$ cat config.mk
export PLATFORM = sky130hd
export DESIGN_NAME = mips_core_top
export DESIGN_NICKNAME = d
export VERILOG_FILES = /design/src/common/mips_pkg.sv /design/src/hw/regfile.sv /design/src/hw/bus_arbiter.sv /design/src/core/fetch_unit.sv /design/src/core/decode_unit.sv /design/src/core/exec_unit.sv /design/src/core/mem_unit.sv /design/src/hw/mips_core_top.sv
export VERILOG_INCLUDE_DIRS = /design/src /design/src/common
export SDC_FILE = /design/constraint.sdc
export NUM_CORES = 2
export LEC_CHECK = 0
export BUFFER_PORTS_ARGS = -buffer_cell sky130_fd_sc_hd__buf_2
export CAP_MARGIN = 15
export CORE_ASPECT_RATIO = 0.8
export CORE_MARGIN = 8
export CORE_UTILIZATION = 41
export DETAILED_ROUTE_END_ITERATION = 7
export PLACE_DENSITY = 0.62
export SYNTH_ARGS = -nofsm -noshare
export SYNTH_HDL_FRONTEND = slang
export SYNTH_SLANG_ARGS = --single-unit
export TNS_END_PERCENT = 5
$ cat constraint.sdc
create_clock -name clk -period 5.61 [get_ports clk]
set_input_delay 0.561 -clock clk [delete_from_list [all_inputs] [get_ports clk]]
set_output_delay 0.561 -clock clk [all_outputs]
set_load 0.005 [all_outputs]
$ cat src/common/mips_macros.svh
`ifndef MIPS_MACROS_SVH
`define MIPS_MACROS_SVH

`define MIPS_OPC_SPECIAL 6'b000000
`define MIPS_OPC_ADDIU   6'b001001
`define MIPS_OPC_LUI     6'b001111
`define MIPS_OPC_LW      6'b100011
`define MIPS_OPC_SW      6'b101011
`define MIPS_OPC_BEQ     6'b000100
`define MIPS_OPC_BNE     6'b000101

`define MIPS_FN_ADDU     6'b100001
`define MIPS_FN_SUBU     6'b100011
`define MIPS_FN_AND      6'b100100
`define MIPS_FN_OR       6'b100101
`define MIPS_FN_SLT      6'b101010

`define MIPS_RESET_PC    32'h0000_0000
`define MIPS_NOP         32'h0000_0000

`endif

$ cat src/common/mips_pkg.sv
`default_nettype none

package mips_pkg;

    typedef logic [31:0] word_t;      // Data word, address or instruction
    typedef logic [4:0]  reg_addr_t;
    typedef logic [2:0]  alu_op_t;

    localparam alu_op_t ALU_ADD = 3'd0;
    localparam alu_op_t ALU_SUB = 3'd1;
    localparam alu_op_t ALU_AND = 3'd2;
    localparam alu_op_t ALU_OR  = 3'd3;
    localparam alu_op_t ALU_SLT = 3'd4;
    localparam alu_op_t ALU_LUI = 3'd5;  // Immediate into the upper half

endpackage

`default_nettype wire

$ cat src/hw/regfile.sv
`default_nettype none

module regfile (
    input  wire         clk,
    input  wire         rst_n,
    input  wire         we_i,
    input  wire  [4:0]  waddr_i,
    input  wire  [4:0]  raddr1_i,
    input  wire  [4:0]  raddr2_i,
    input  wire  [31:0] wdata_i,
    output logic [31:0] rdata1_o,
    output logic [31:0] rdata2_o
);

    logic [31:0] regs [32];

    always_ff @(posedge clk or negedge rst_n) begin
        if (!rst_n) begin
            for (int i = 0; i < 32; i++)
                regs[i] <= '0;
        end else if (we_i && waddr_i != 5'd0) begin
            regs[waddr_i] <= wdata_i;           // r0 stays zero
        end
    end

    assign rdata1_o = (raddr1_i == 5'd0) ? 32'd0 : regs[raddr1_i];
    assign rdata2_o = (raddr2_i == 5'd0) ? 32'd0 : regs[raddr2_i];

endmodule

`default_nettype wire

$ cat src/hw/bus_arbiter.sv
`default_nettype none

module bus_arbiter (
    input  wire                  mem_read_i,
    input  wire                  mem_write_i,
    input  wire mips_pkg::word_t mem_addr_i,
    input  wire mips_pkg::word_t mem_wrdata_i,
    input  wire mips_pkg::word_t pc_i,
    output logic                 fetch_grant_o,
    output logic                 bus_read_o,
    output logic                 bus_write_o,
    output mips_pkg::word_t      bus_address_o,
    output mips_pkg::word_t      bus_wrdata_o
);

    logic mem_req;

    assign mem_req       = mem_read_i || mem_write_i;
    assign fetch_grant_o = !mem_req;                        // Data stage has priority
    assign bus_read_o    = mem_read_i || !mem_req;          // Fetch reads when bus is free
    assign bus_write_o   = mem_write_i;
    assign bus_address_o = mem_req ? mem_addr_i : pc_i;
    assign bus_wrdata_o  = mem_write_i ? mem_wrdata_i : '0;

endmodule

`default_nettype wire

$ cat src/core/fetch_unit.sv
`default_nettype none
`include "mips_macros.svh"

module fetch_unit (
    input  wire                  clk,
    input  wire                  rst_n,
    input  wire                  fetch_grant_i,
    input  wire                  load_stall_i,
    input  wire                  branch_taken_i,
    input  wire mips_pkg::word_t branch_target_i,
    input  wire mips_pkg::word_t inst_i,
    output mips_pkg::word_t      pc_o,
    output mips_pkg::word_t      if_inst_o,
    output mips_pkg::word_t      if_pc_o
);
    import mips_pkg::*;

    logic  redirect_pending;        // Taken branch seen while the bus was busy
    word_t redirect_target;
    word_t pc_next;

    always_comb begin
        if (redirect_pending)
            pc_next = redirect_target;
        else if (branch_taken_i)
            pc_next = branch_target_i;
        else
            pc_next = pc_o + 32'd4;
    end

    always_ff @(posedge clk or negedge rst_n) begin
        if (!rst_n) begin
            pc_o             <= `MIPS_RESET_PC;
            if_inst_o        <= `MIPS_NOP;
            redirect_pending <= 1'b0;
        end else if (!load_stall_i) begin
            if (fetch_grant_i) begin
                pc_o             <= pc_next;
                if_inst_o        <= inst_i;
                redirect_pending <= 1'b0;
            end else begin
                if_inst_o <= `MIPS_NOP;     // Same PC is fetched again
                if (branch_taken_i)
                    redirect_pending <= 1'b1;
            end
        end
    end

    always_ff @(posedge clk) begin
        if (!load_stall_i && fetch_grant_i)
            if_pc_o <= pc_o;
        if (branch_taken_i)
            redirect_target <= branch_target_i;
    end

endmodule

`default_nettype wire

$ cat src/core/decode_unit.sv
`default_nettype none
`include "mips_macros.svh"

module decode_unit (
    input  wire                      clk,
    input  wire                      rst_n,
    input  wire mips_pkg::word_t     if_inst_i,
    input  wire mips_pkg::word_t     if_pc_i,
    input  wire mips_pkg::word_t     rs_data_i,
    input  wire mips_pkg::word_t     rt_data_i,
    input  wire mips_pkg::reg_addr_t ex_dest_i,
    input  wire mips_pkg::word_t     ex_result_i,
    input  wire                      ex_is_load_i,
    input  wire mips_pkg::reg_addr_t mm_dest_i,
    input  wire mips_pkg::word_t     mm_result_i,
    input  wire                      wb_we_i,
    input  wire mips_pkg::reg_addr_t wb_addr_i,
    input  wire mips_pkg::word_t     wb_data_i,
    output mips_pkg::reg_addr_t      rs_addr_o,
    output mips_pkg::reg_addr_t      rt_addr_o,
    output logic                     load_stall_o,
    output logic                     branch_taken_o,
    output mips_pkg::word_t          branch_target_o,
    output mips_pkg::alu_op_t        id_alu_op_o,
    output mips_pkg::word_t          id_op_a_o,
    output mips_pkg::word_t          id_op_b_o,
    output mips_pkg::word_t          id_store_data_o,
    output mips_pkg::reg_addr_t      id_dest_o,
    output logic                     id_is_load_o,
    output logic                     id_is_store_o
);
    import mips_pkg::*;

    logic [5:0] opcode;
    logic [5:0] funct;
    word_t      imm_sext;
    reg_addr_t  dest;
    alu_op_t    alu_op;
    logic       use_imm, uses_rs, uses_rt;
    logic       is_load, is_store, is_beq, is_bne;
    word_t      src_a, src_b;

    assign opcode    = if_inst_i[31:26];
    assign funct     = if_inst_i[5:0];
    assign imm_sext  = {{16{if_inst_i[15]}}, if_inst_i[15:0]};
    assign rs_addr_o = if_inst_i[25:21];
    assign rt_addr_o = if_inst_i[20:16];

    always_comb begin
        alu_op   = ALU_ADD;
        use_imm  = 1'b1;
        uses_rs  = 1'b1;
        uses_rt  = 1'b0;
        dest     = '0;
        is_load  = 1'b0;
        is_store = 1'b0;
        is_beq   = 1'b0;
        is_bne   = 1'b0;
        case (opcode)
            `MIPS_OPC_SPECIAL: begin
                use_imm = 1'b0;
                uses_rt = 1'b1;
                dest    = if_inst_i[15:11];
                case (funct)
                    `MIPS_FN_ADDU: alu_op = ALU_ADD;
                    `MIPS_FN_SUBU: alu_op = ALU_SUB;
                    `MIPS_FN_AND:  alu_op = ALU_AND;
                    `MIPS_FN_OR:   alu_op = ALU_OR;
                    `MIPS_FN_SLT:  alu_op = ALU_SLT;
                    default: begin
                        dest    = '0;        // Unsupported funct runs as a no-op
                        uses_rs = 1'b0;
                        uses_rt = 1'b0;
                    end
                endcase
            end
            `MIPS_OPC_ADDIU: dest = rt_addr_o;
            `MIPS_OPC_LUI: begin
                alu_op  = ALU_LUI;
                uses_rs = 1'b0;
                dest    = rt_addr_o;
            end
            `MIPS_OPC_LW: begin
                is_load = 1'b1;
                dest    = rt_addr_o;
            end
            `MIPS_OPC_SW: begin
                is_store = 1'b1;
                uses_rt  = 1'b1;
            end
            `MIPS_OPC_BEQ: begin
                is_beq  = 1'b1;
                uses_rt = 1'b1;
            end
            `MIPS_OPC_BNE: begin
                is_bne  = 1'b1;
                uses_rt = 1'b1;
            end
            default: uses_rs = 1'b0;
        endcase
    end

    // Youngest producer wins, r0 is never forwarded
    function automatic word_t forward(input reg_addr_t src, input word_t rf_val);
        if (src != '0 && src == ex_dest_i && !ex_is_load_i)
            return ex_result_i;
        if (src != '0 && src == mm_dest_i)
            return mm_result_i;
        if (src != '0 && wb_we_i && src == wb_addr_i)
            return wb_data_i;
        return rf_val;
    endfunction

    always_comb begin
        src_a = forward(rs_addr_o, rs_data_i);
        src_b = forward(rt_addr_o, rt_data_i);
    end

    assign load_stall_o = ex_is_load_i && ex_dest_i != '0 &&
                          ((uses_rs && ex_dest_i == rs_addr_o) ||
                           (uses_rt && ex_dest_i == rt_addr_o));

    assign branch_target_o = if_pc_i + 32'd4 + {imm_sext[29:0], 2'b00};
    assign branch_taken_o  = !load_stall_o &&
                             ((is_beq && src_a == src_b) || (is_bne && src_a != src_b));

    always_ff @(posedge clk or negedge rst_n) begin
        if (!rst_n) begin
            id_dest_o     <= '0;
            id_is_load_o  <= 1'b0;
            id_is_store_o <= 1'b0;
        end else begin
            id_dest_o     <= load_stall_o ? '0 : dest;      // Bubble while held
            id_is_load_o  <= !load_stall_o && is_load;
            id_is_store_o <= !load_stall_o && is_store;
        end
    end

    always_ff @(posedge clk) begin
        id_alu_op_o     <= alu_op;
        id_op_a_o       <= src_a;
        id_op_b_o       <= use_imm ? imm_sext : src_b;
        id_store_data_o <= src_b;
    end

endmodule

`default_nettype wire

$ cat src/core/exec_unit.sv
`default_nettype none

module exec_unit (
    input  wire                      clk,
    input  wire                      rst_n,
    input  wire mips_pkg::alu_op_t   id_alu_op_i,
    input  wire mips_pkg::word_t     id_op_a_i,
    input  wire mips_pkg::word_t     id_op_b_i,
    input  wire mips_pkg::word_t     id_store_data_i,
    input  wire mips_pkg::reg_addr_t id_dest_i,
    input  wire                      id_is_load_i,
    input  wire                      id_is_store_i,
    output mips_pkg::word_t          ex_result_o,
    output mips_pkg::reg_addr_t      ex_dest_o,
    output logic                     ex_is_load_o,
    output mips_pkg::word_t          mm_addr_o,
    output mips_pkg::word_t          mm_store_data_o,
    output mips_pkg::reg_addr_t      mm_dest_o,
    output logic                     mm_is_load_o,
    output logic                     mm_is_store_o
);
    import mips_pkg::*;

    always_comb begin
        case (id_alu_op_i)
            ALU_SUB: ex_result_o = id_op_a_i - id_op_b_i;
            ALU_AND: ex_result_o = id_op_a_i & id_op_b_i;
            ALU_OR:  ex_result_o = id_op_a_i | id_op_b_i;
            ALU_SLT: ex_result_o = {31'd0, $signed(id_op_a_i) < $signed(id_op_b_i)};
            ALU_LUI: ex_result_o = {id_op_b_i[15:0], 16'h0000};
            default: ex_result_o = id_op_a_i + id_op_b_i;   // Also the load/store address
        endcase
    end

    assign ex_dest_o    = id_dest_i;
    assign ex_is_load_o = id_is_load_i;

    always_ff @(posedge clk or negedge rst_n) begin
        if (!rst_n) begin
            mm_dest_o     <= '0;
            mm_is_load_o  <= 1'b0;
            mm_is_store_o <= 1'b0;
        end else begin
            mm_dest_o     <= id_dest_i;
            mm_is_load_o  <= id_is_load_i;
            mm_is_store_o <= id_is_store_i;
        end
    end

    always_ff @(posedge clk) begin
        mm_addr_o       <= ex_result_o;
        mm_store_data_o <= id_store_data_i;
    end

endmodule

`default_nettype wire

$ cat src/core/mem_unit.sv
`default_nettype none

module mem_unit (
    input  wire                      clk,
    input  wire                      rst_n,
    input  wire mips_pkg::word_t     mm_addr_i,
    input  wire mips_pkg::word_t     mm_store_data_i,
    input  wire mips_pkg::reg_addr_t mm_dest_i,
    input  wire                      mm_is_load_i,
    input  wire                      mm_is_store_i,
    input  wire mips_pkg::word_t     bus_rddata_i,
    output logic                     mem_read_o,
    output logic                     mem_write_o,
    output mips_pkg::word_t          mem_addr_o,
    output mips_pkg::word_t          mem_wrdata_o,
    output mips_pkg::word_t          mm_result_o,
    output logic                     wb_we_o,
    output mips_pkg::reg_addr_t      wb_addr_o,
    output mips_pkg::word_t          wb_data_o
);

    assign mem_read_o   = mm_is_load_i;
    assign mem_write_o  = mm_is_store_i;
    assign mem_addr_o   = mm_addr_i;
    assign mem_wrdata_o = mm_store_data_i;
    assign mm_result_o  = mm_is_load_i ? bus_rddata_i : mm_addr_i;  // Load data arrives this cycle

    always_ff @(posedge clk or negedge rst_n) begin
        if (!rst_n) begin
            wb_we_o   <= 1'b0;
            wb_addr_o <= '0;
        end else begin
            wb_we_o   <= mm_dest_i != '0;
            wb_addr_o <= mm_dest_i;
        end
    end

    always_ff @(posedge clk) begin
        wb_data_o <= mm_result_o;
    end

endmodule

`default_nettype wire

$ cat src/hw/mips_core_top.sv
`default_nettype none

module mips_core_top (
    input  wire                  clk,
    input  wire                  rst_n,
    input  wire mips_pkg::word_t bus_rddata_i,
    output wire mips_pkg::word_t bus_address_o,
    output wire mips_pkg::word_t bus_wrdata_o,
    output wire                  bus_read_o,
    output wire                  bus_write_o
);
    import mips_pkg::*;

    wire word_t     pc, if_inst, if_pc, branch_target;
    wire            fetch_grant, load_stall, branch_taken;
    wire reg_addr_t rs_addr, rt_addr;
    wire word_t     rs_data, rt_data;
    wire alu_op_t   id_alu_op;
    wire word_t     id_op_a, id_op_b, id_store_data;
    wire reg_addr_t id_dest;
    wire            id_is_load, id_is_store;
    wire word_t     ex_result;
    wire reg_addr_t ex_dest;
    wire            ex_is_load;
    wire word_t     mm_addr, mm_store_data, mm_result;
    wire reg_addr_t mm_dest;
    wire            mm_is_load, mm_is_store;
    wire            mem_read, mem_write;
    wire word_t     mem_addr, mem_wrdata;
    wire            wb_we;
    wire reg_addr_t wb_addr;
    wire word_t     wb_data;

    fetch_unit u_fetch (
        .clk(clk), .rst_n(rst_n),
        .fetch_grant_i(fetch_grant), .load_stall_i(load_stall),
        .branch_taken_i(branch_taken), .branch_target_i(branch_target),
        .inst_i(bus_rddata_i),
        .pc_o(pc), .if_inst_o(if_inst), .if_pc_o(if_pc)
    );

    decode_unit u_decode (
        .clk(clk), .rst_n(rst_n),
        .if_inst_i(if_inst), .if_pc_i(if_pc),
        .rs_data_i(rs_data), .rt_data_i(rt_data),
        .ex_dest_i(ex_dest), .ex_result_i(ex_result), .ex_is_load_i(ex_is_load),
        .mm_dest_i(mm_dest), .mm_result_i(mm_result),
        .wb_we_i(wb_we), .wb_addr_i(wb_addr), .wb_data_i(wb_data),
        .rs_addr_o(rs_addr), .rt_addr_o(rt_addr),
        .load_stall_o(load_stall), .branch_taken_o(branch_taken),
        .branch_target_o(branch_target),
        .id_alu_op_o(id_alu_op), .id_op_a_o(id_op_a), .id_op_b_o(id_op_b),
        .id_store_data_o(id_store_data), .id_dest_o(id_dest),
        .id_is_load_o(id_is_load), .id_is_store_o(id_is_store)
    );

    exec_unit u_exec (
        .clk(clk), .rst_n(rst_n),
        .id_alu_op_i(id_alu_op), .id_op_a_i(id_op_a), .id_op_b_i(id_op_b),
        .id_store_data_i(id_store_data), .id_dest_i(id_dest),
        .id_is_load_i(id_is_load), .id_is_store_i(id_is_store),
        .ex_result_o(ex_result), .ex_dest_o(ex_dest), .ex_is_load_o(ex_is_load),
        .mm_addr_o(mm_addr), .mm_store_data_o(mm_store_data), .mm_dest_o(mm_dest),
        .mm_is_load_o(mm_is_load), .mm_is_store_o(mm_is_store)
    );

    mem_unit u_mem (
        .clk(clk), .rst_n(rst_n),
        .mm_addr_i(mm_addr), .mm_store_data_i(mm_store_data), .mm_dest_i(mm_dest),
        .mm_is_load_i(mm_is_load), .mm_is_store_i(mm_is_store),
        .bus_rddata_i(bus_rddata_i),
        .mem_read_o(mem_read), .mem_write_o(mem_write),
        .mem_addr_o(mem_addr), .mem_wrdata_o(mem_wrdata), .mm_result_o(mm_result),
        .wb_we_o(wb_we), .wb_addr_o(wb_addr), .wb_data_o(wb_data)
    );

    regfile u_regfile (
        .clk(clk), .rst_n(rst_n),
        .we_i(wb_we), .waddr_i(wb_addr), .wdata_i(wb_data),
        .raddr1_i(rs_addr), .raddr2_i(rt_addr),
        .rdata1_o(rs_data), .rdata2_o(rt_data)
    );

    bus_arbiter u_arbiter (
        .mem_read_i(mem_read), .mem_write_i(mem_write),
        .mem_addr_i(mem_addr), .mem_wrdata_i(mem_wrdata), .pc_i(pc),
        .fetch_grant_o(fetch_grant),
        .bus_read_o(bus_read_o), .bus_write_o(bus_write_o),
        .bus_address_o(bus_address_o), .bus_wrdata_o(bus_wrdata_o)
    );

endmodule

`default_nettype wire

==> impl_results.md <==
* Setup CP Type: register to register
* RSZ-0062 raised after global routing: true
* Clock Power Share at 36.4%
* TNS Setup at -9.48 ps
* CTS tree: yes
* Root Buffer: clkbuf_16
* Io pins at 100
* Footprint of the multi-input gates at 0.0405 mm2
* Violated checks: DRC, setup timing
* Seq/Total Area, Yosys at about 44%
* Synth cell count leaders: dfrtp_1, mux2_2, mux4_2, nand2_1, clkbuf_1
* Maxcap violations at 0
* Final hold vios at 0
* Yosys reg bits at 1,368
* Achievable Freq at 178 MHz
* Unique cell type count in the Yosys netlist at 103
* Grt total ovfl at 0
* Flop-to-flop setup slack at -9 ps
* Leading area contributor after synthesis: dfrtp_1
* Largest net degree at the start of global routing at 180
* Final setup vio count at 1
* Hold Crit Class: input pin to register
* Vias in the first global route at 55,600
* Starting density of the core at between 40 and 50%
* Number of synthesized flops with an enable pin at 64
* Syn Area/Cell at 12.6 um2
* Number of fill cells at 16,300
* Via count at 57,900
* Seq pwr share at about 41%
* DRT Pass-1 Iters at 8
* Required time of the critical path at 6270 ps
* WP buf/inv at 8
* Clock network latency to the later pin of the worst-skew pair at between 800 and 900 ps
* Drt drc at 11
* Power Dens Cells at 312 mW/mm2
* Setup WS post-layout at -9.48 ps
* Gr usage total at 27.5%
* FP Rows at between 100 and 150
* Share of cells above drive strength 1 at 42.3%
* Die Area at 0.200 mm2
* Core Region at about 0.18 mm2
* Die width at ~500 um
* Via-to-Cell Ratio at 6.45
* Critical path's largest stage delay at 510 ps
* Post-synthesis async set-or-reset flop share at 81.1%
* Post-Route WL at 288 mm
* Crit end category: register
* Clock Skews at about 50 ps
* Top-count cell post-synth: dfrtp_1
* Layout Cells excl Fill at 8,976
* Worst path cell trace: buf_4, buf_4, buf_4, mux4_2, nor2b_1, a211oi_1, a31oi_1, o211ai_1, o21ai_0, a21o_1, xnor2_1, o31ai_1, nor4b_2, o211ai_1, buf_4, nor4_4, buf_4, o21bai_4, buf_12, buf_12, buf_4, and2_1, a211oi_1, o21ai_1
* FF-to-FF path depth at 24
* Nets at 6,613
* Synth top area cells: dfrtp_1, mux2_2, mux4_2, dfxtp_1, mux2i_1
* RR Endpoint: u_fetch.pc_o[3]$_DFFE_PN0P_
* CP Max Fanout at 21
* Maximum vdd drop at 0.256 mV
* Dpl hpwl at a little under 200 mm
* PortBufs at a little under 100
* CP Launch Type: register
* Final Util at ~48%
* Power Total at 27.8 mW
* Synth Instances at 6,070
* Arr. time, crit path at 6280 ps
* Sw Share at 32.4%
* Final slew viol count at 0
* Status: finished, violations left
* Post-Syn Area at 0.0763 mm2
* Die Span Y at 402 um
* # H-tree levels at 4
* Inst Count DP at approximately 8,600
* CP delay by family, top: compound AO/OA/AOI/OAI gates
* Setup WS pre-CTS at -347 ps
* Max Buffers Root-to-Sink at 3
* Synth top area share at 36.3%
* Reg area at around 0.034 mm2
* Worst-margin pin slew at 1270 ps
* Routed len/inst at 32.1 um
* P_leak at 40.8 nW
* Switching power at 9.02 mW
* Crit path max-delay cell type: dfrtp_4
* Drt initial violations at 7,604
* Yosys warnings at 0
* Final min period at 5620 ps
* Final period util at 100%
* Hold Crit Depth at 3
* First-pass GRT wire length at 410 mm
* Rel. slew slack at 14.9%
* Hold Path End: u_fetch.if_inst_o[9]$_DFFE_PN0N_
* ANT nets after route at 0
* Internal power at 18.8 mW
* Prevailing post-synth register cell: dfrtp_1
* Number of CTS-inserted buffers at approximately 150
* Mapped Nets at approximately 6,300
* CTS Sinks at 1,368
* Gate power share at between 20% and 30%
* Worst Min Path Start: bus_rddata_i[9]
* Initial antenna violation count at 9
* Area Growth Syn to Fin at 16.8%
* Clock transition at the registers of the reported paths at 60 ps
* Most used cell, CP: buf_4
* GPL Wtd Cong at roughly 1
* R2r startpoint: u_fetch.if_inst_o[23]$_DFFE_PN0N_
## final cells by class
cell class	instances	area share [%]
antenna	7	0.0196
inverter	159	0.672
timing repair buffer	740	7.22
tap	2431	3.41
clock buffer	205	4.73
sequential	1368	37.7
clock inverter	59	0.831
multi-input combinational	4007	45.4
## worst max-delay path by stage
stage | start | to | cells after the start
after floorplan | u_decode.id_op_a_o[1]$_DFF_P_ | u_fetch.pc_o[25]$_DFFE_PN0P_ | 21
after global routing | u_decode.id_op_a_o[1]$_DFF_P_ | u_fetch.pc_o[17]$_DFFE_PN0P_ | 24
final | u_fetch.if_inst_o[23]$_DFFE_PN0N_ | u_fetch.pc_o[3]$_DFFE_PN0P_ | 24
after global placement | u_fetch.if_inst_o[21]$_DFFE_PN0N_ | u_fetch.pc_o[12]$_DFFE_PN0P_ | 19
after detailed placement | u_fetch.if_inst_o[21]$_DFFE_PN0N_ | u_fetch.pc_o[25]$_DFFE_PN0P_ | 20
after CTS | u_decode.id_op_a_o[0]$_DFF_P_ | u_fetch.pc_o[25]$_DFFE_PN0P_ | 26
## worst register-to-register path: cells and delay by family, from the launching register on
family | cells | cell delay (ps)
AO/OA/AOI/OAI | 10 | 1870
XOR/XNOR | 1 | 160
buffers and inverters | 8 | 1760
flip-flops | 1 | 510
multiplexers | 1 | 370
AND/OR/NAND/NOR | 4 | 820
## flip-flops by register name, summed over array words and instances (netlist names), 32 cells and up
name	cells
u_decode.id_op_a_o	32
u_decode.id_op_b_o	32
u_decode.id_store_data_o	32
u_exec.mm_addr_o	32
u_exec.mm_store_data_o	32
u_fetch.if_inst_o	32
u_fetch.if_pc_o	32
u_fetch.pc_o	32
u_fetch.redirect_target	32
u_mem.wb_data_o	32
u_regfile.regs	1024
## cells in the final DEF, fill, tap and decap left out, drive strengths merged, types with 64 or more instances in the layout
cell type | Yosys | final
nor2 | 250 | 250
dfxtp | 195 | 195
inv | 156 | 165
clkbuf | 310 | 215
mux4 | 495 | 495
mux2 | 1065 | 1065
a22oi | 79 | 79
o22ai | 70 | 70
nand3 | 76 | 76
mux2i | 217 | 217
nand2 | 383 | 383
ha | 154 | 154
buf | 226 | 726
xnor2 | 67 | 67
edfxtp | 64 | 64
o21ai | 191 | 191
dfrtp | 1109 | 1109
a21oi | 190 | 190
## cells by family (layout without fill, tap and decap cells)
group	after synthesis	after routing	synth area share, %
mux	1777	1777	33.2
fa+ha+maj	157	157	2.60
flops	1368	1368	44.0
simple gates	1012	1012	6.23
other cells	0	7	0
compound gates	962	962	8.75
buf+inv	695	1163	4.15
xor+xnor	99	99	1.14
## metal layers
metal	part of all wire, %	global-route usage (%)	vias to the layer above
li1	-	-	23600
met1	41	39.4	30100
met2	41	38.2	3516
met3	13	9.84	697
met4	4.5	10.2	0
met5	0	0	-
## power by group through the flow
| stage | combinational [mW] | sequential (mW) | clock (mW) |
|---|---|---|---|
| after floorplan | 3.52 | 11.2 | 0 |
| after global placement | 5.92 | 11.5 | 0 |
| after detailed placement | 5.97 | 11.5 | 0 |
| after CTS | 6.03 | 11.3 | 10.2 |
| after global routing | 6.82 | 11.3 | 10.7 |
| final | 6.44 | 11.3 | 10.1 |
## metrics by stage
step / cell area (um2) / hold WS [ps]
finish: 89100 / 45.9
global route: 89100 / 35.5
CTS: 87600 / 0.677
detailed placement: 82400 / 312
global placement: 82400 / 310
floorplan: 76300 / 265
## what timing repair did
item,in CTS,in global routing
buffers inserted,7,57
endpoints found under the hold margin,45,0
resized for setup,25,145
pin swaps,3,46
endpoints found under the setup margin,64,64
gates cloned,1,10
hold buffers,3,0
Power figures use the tool's default switching activity.
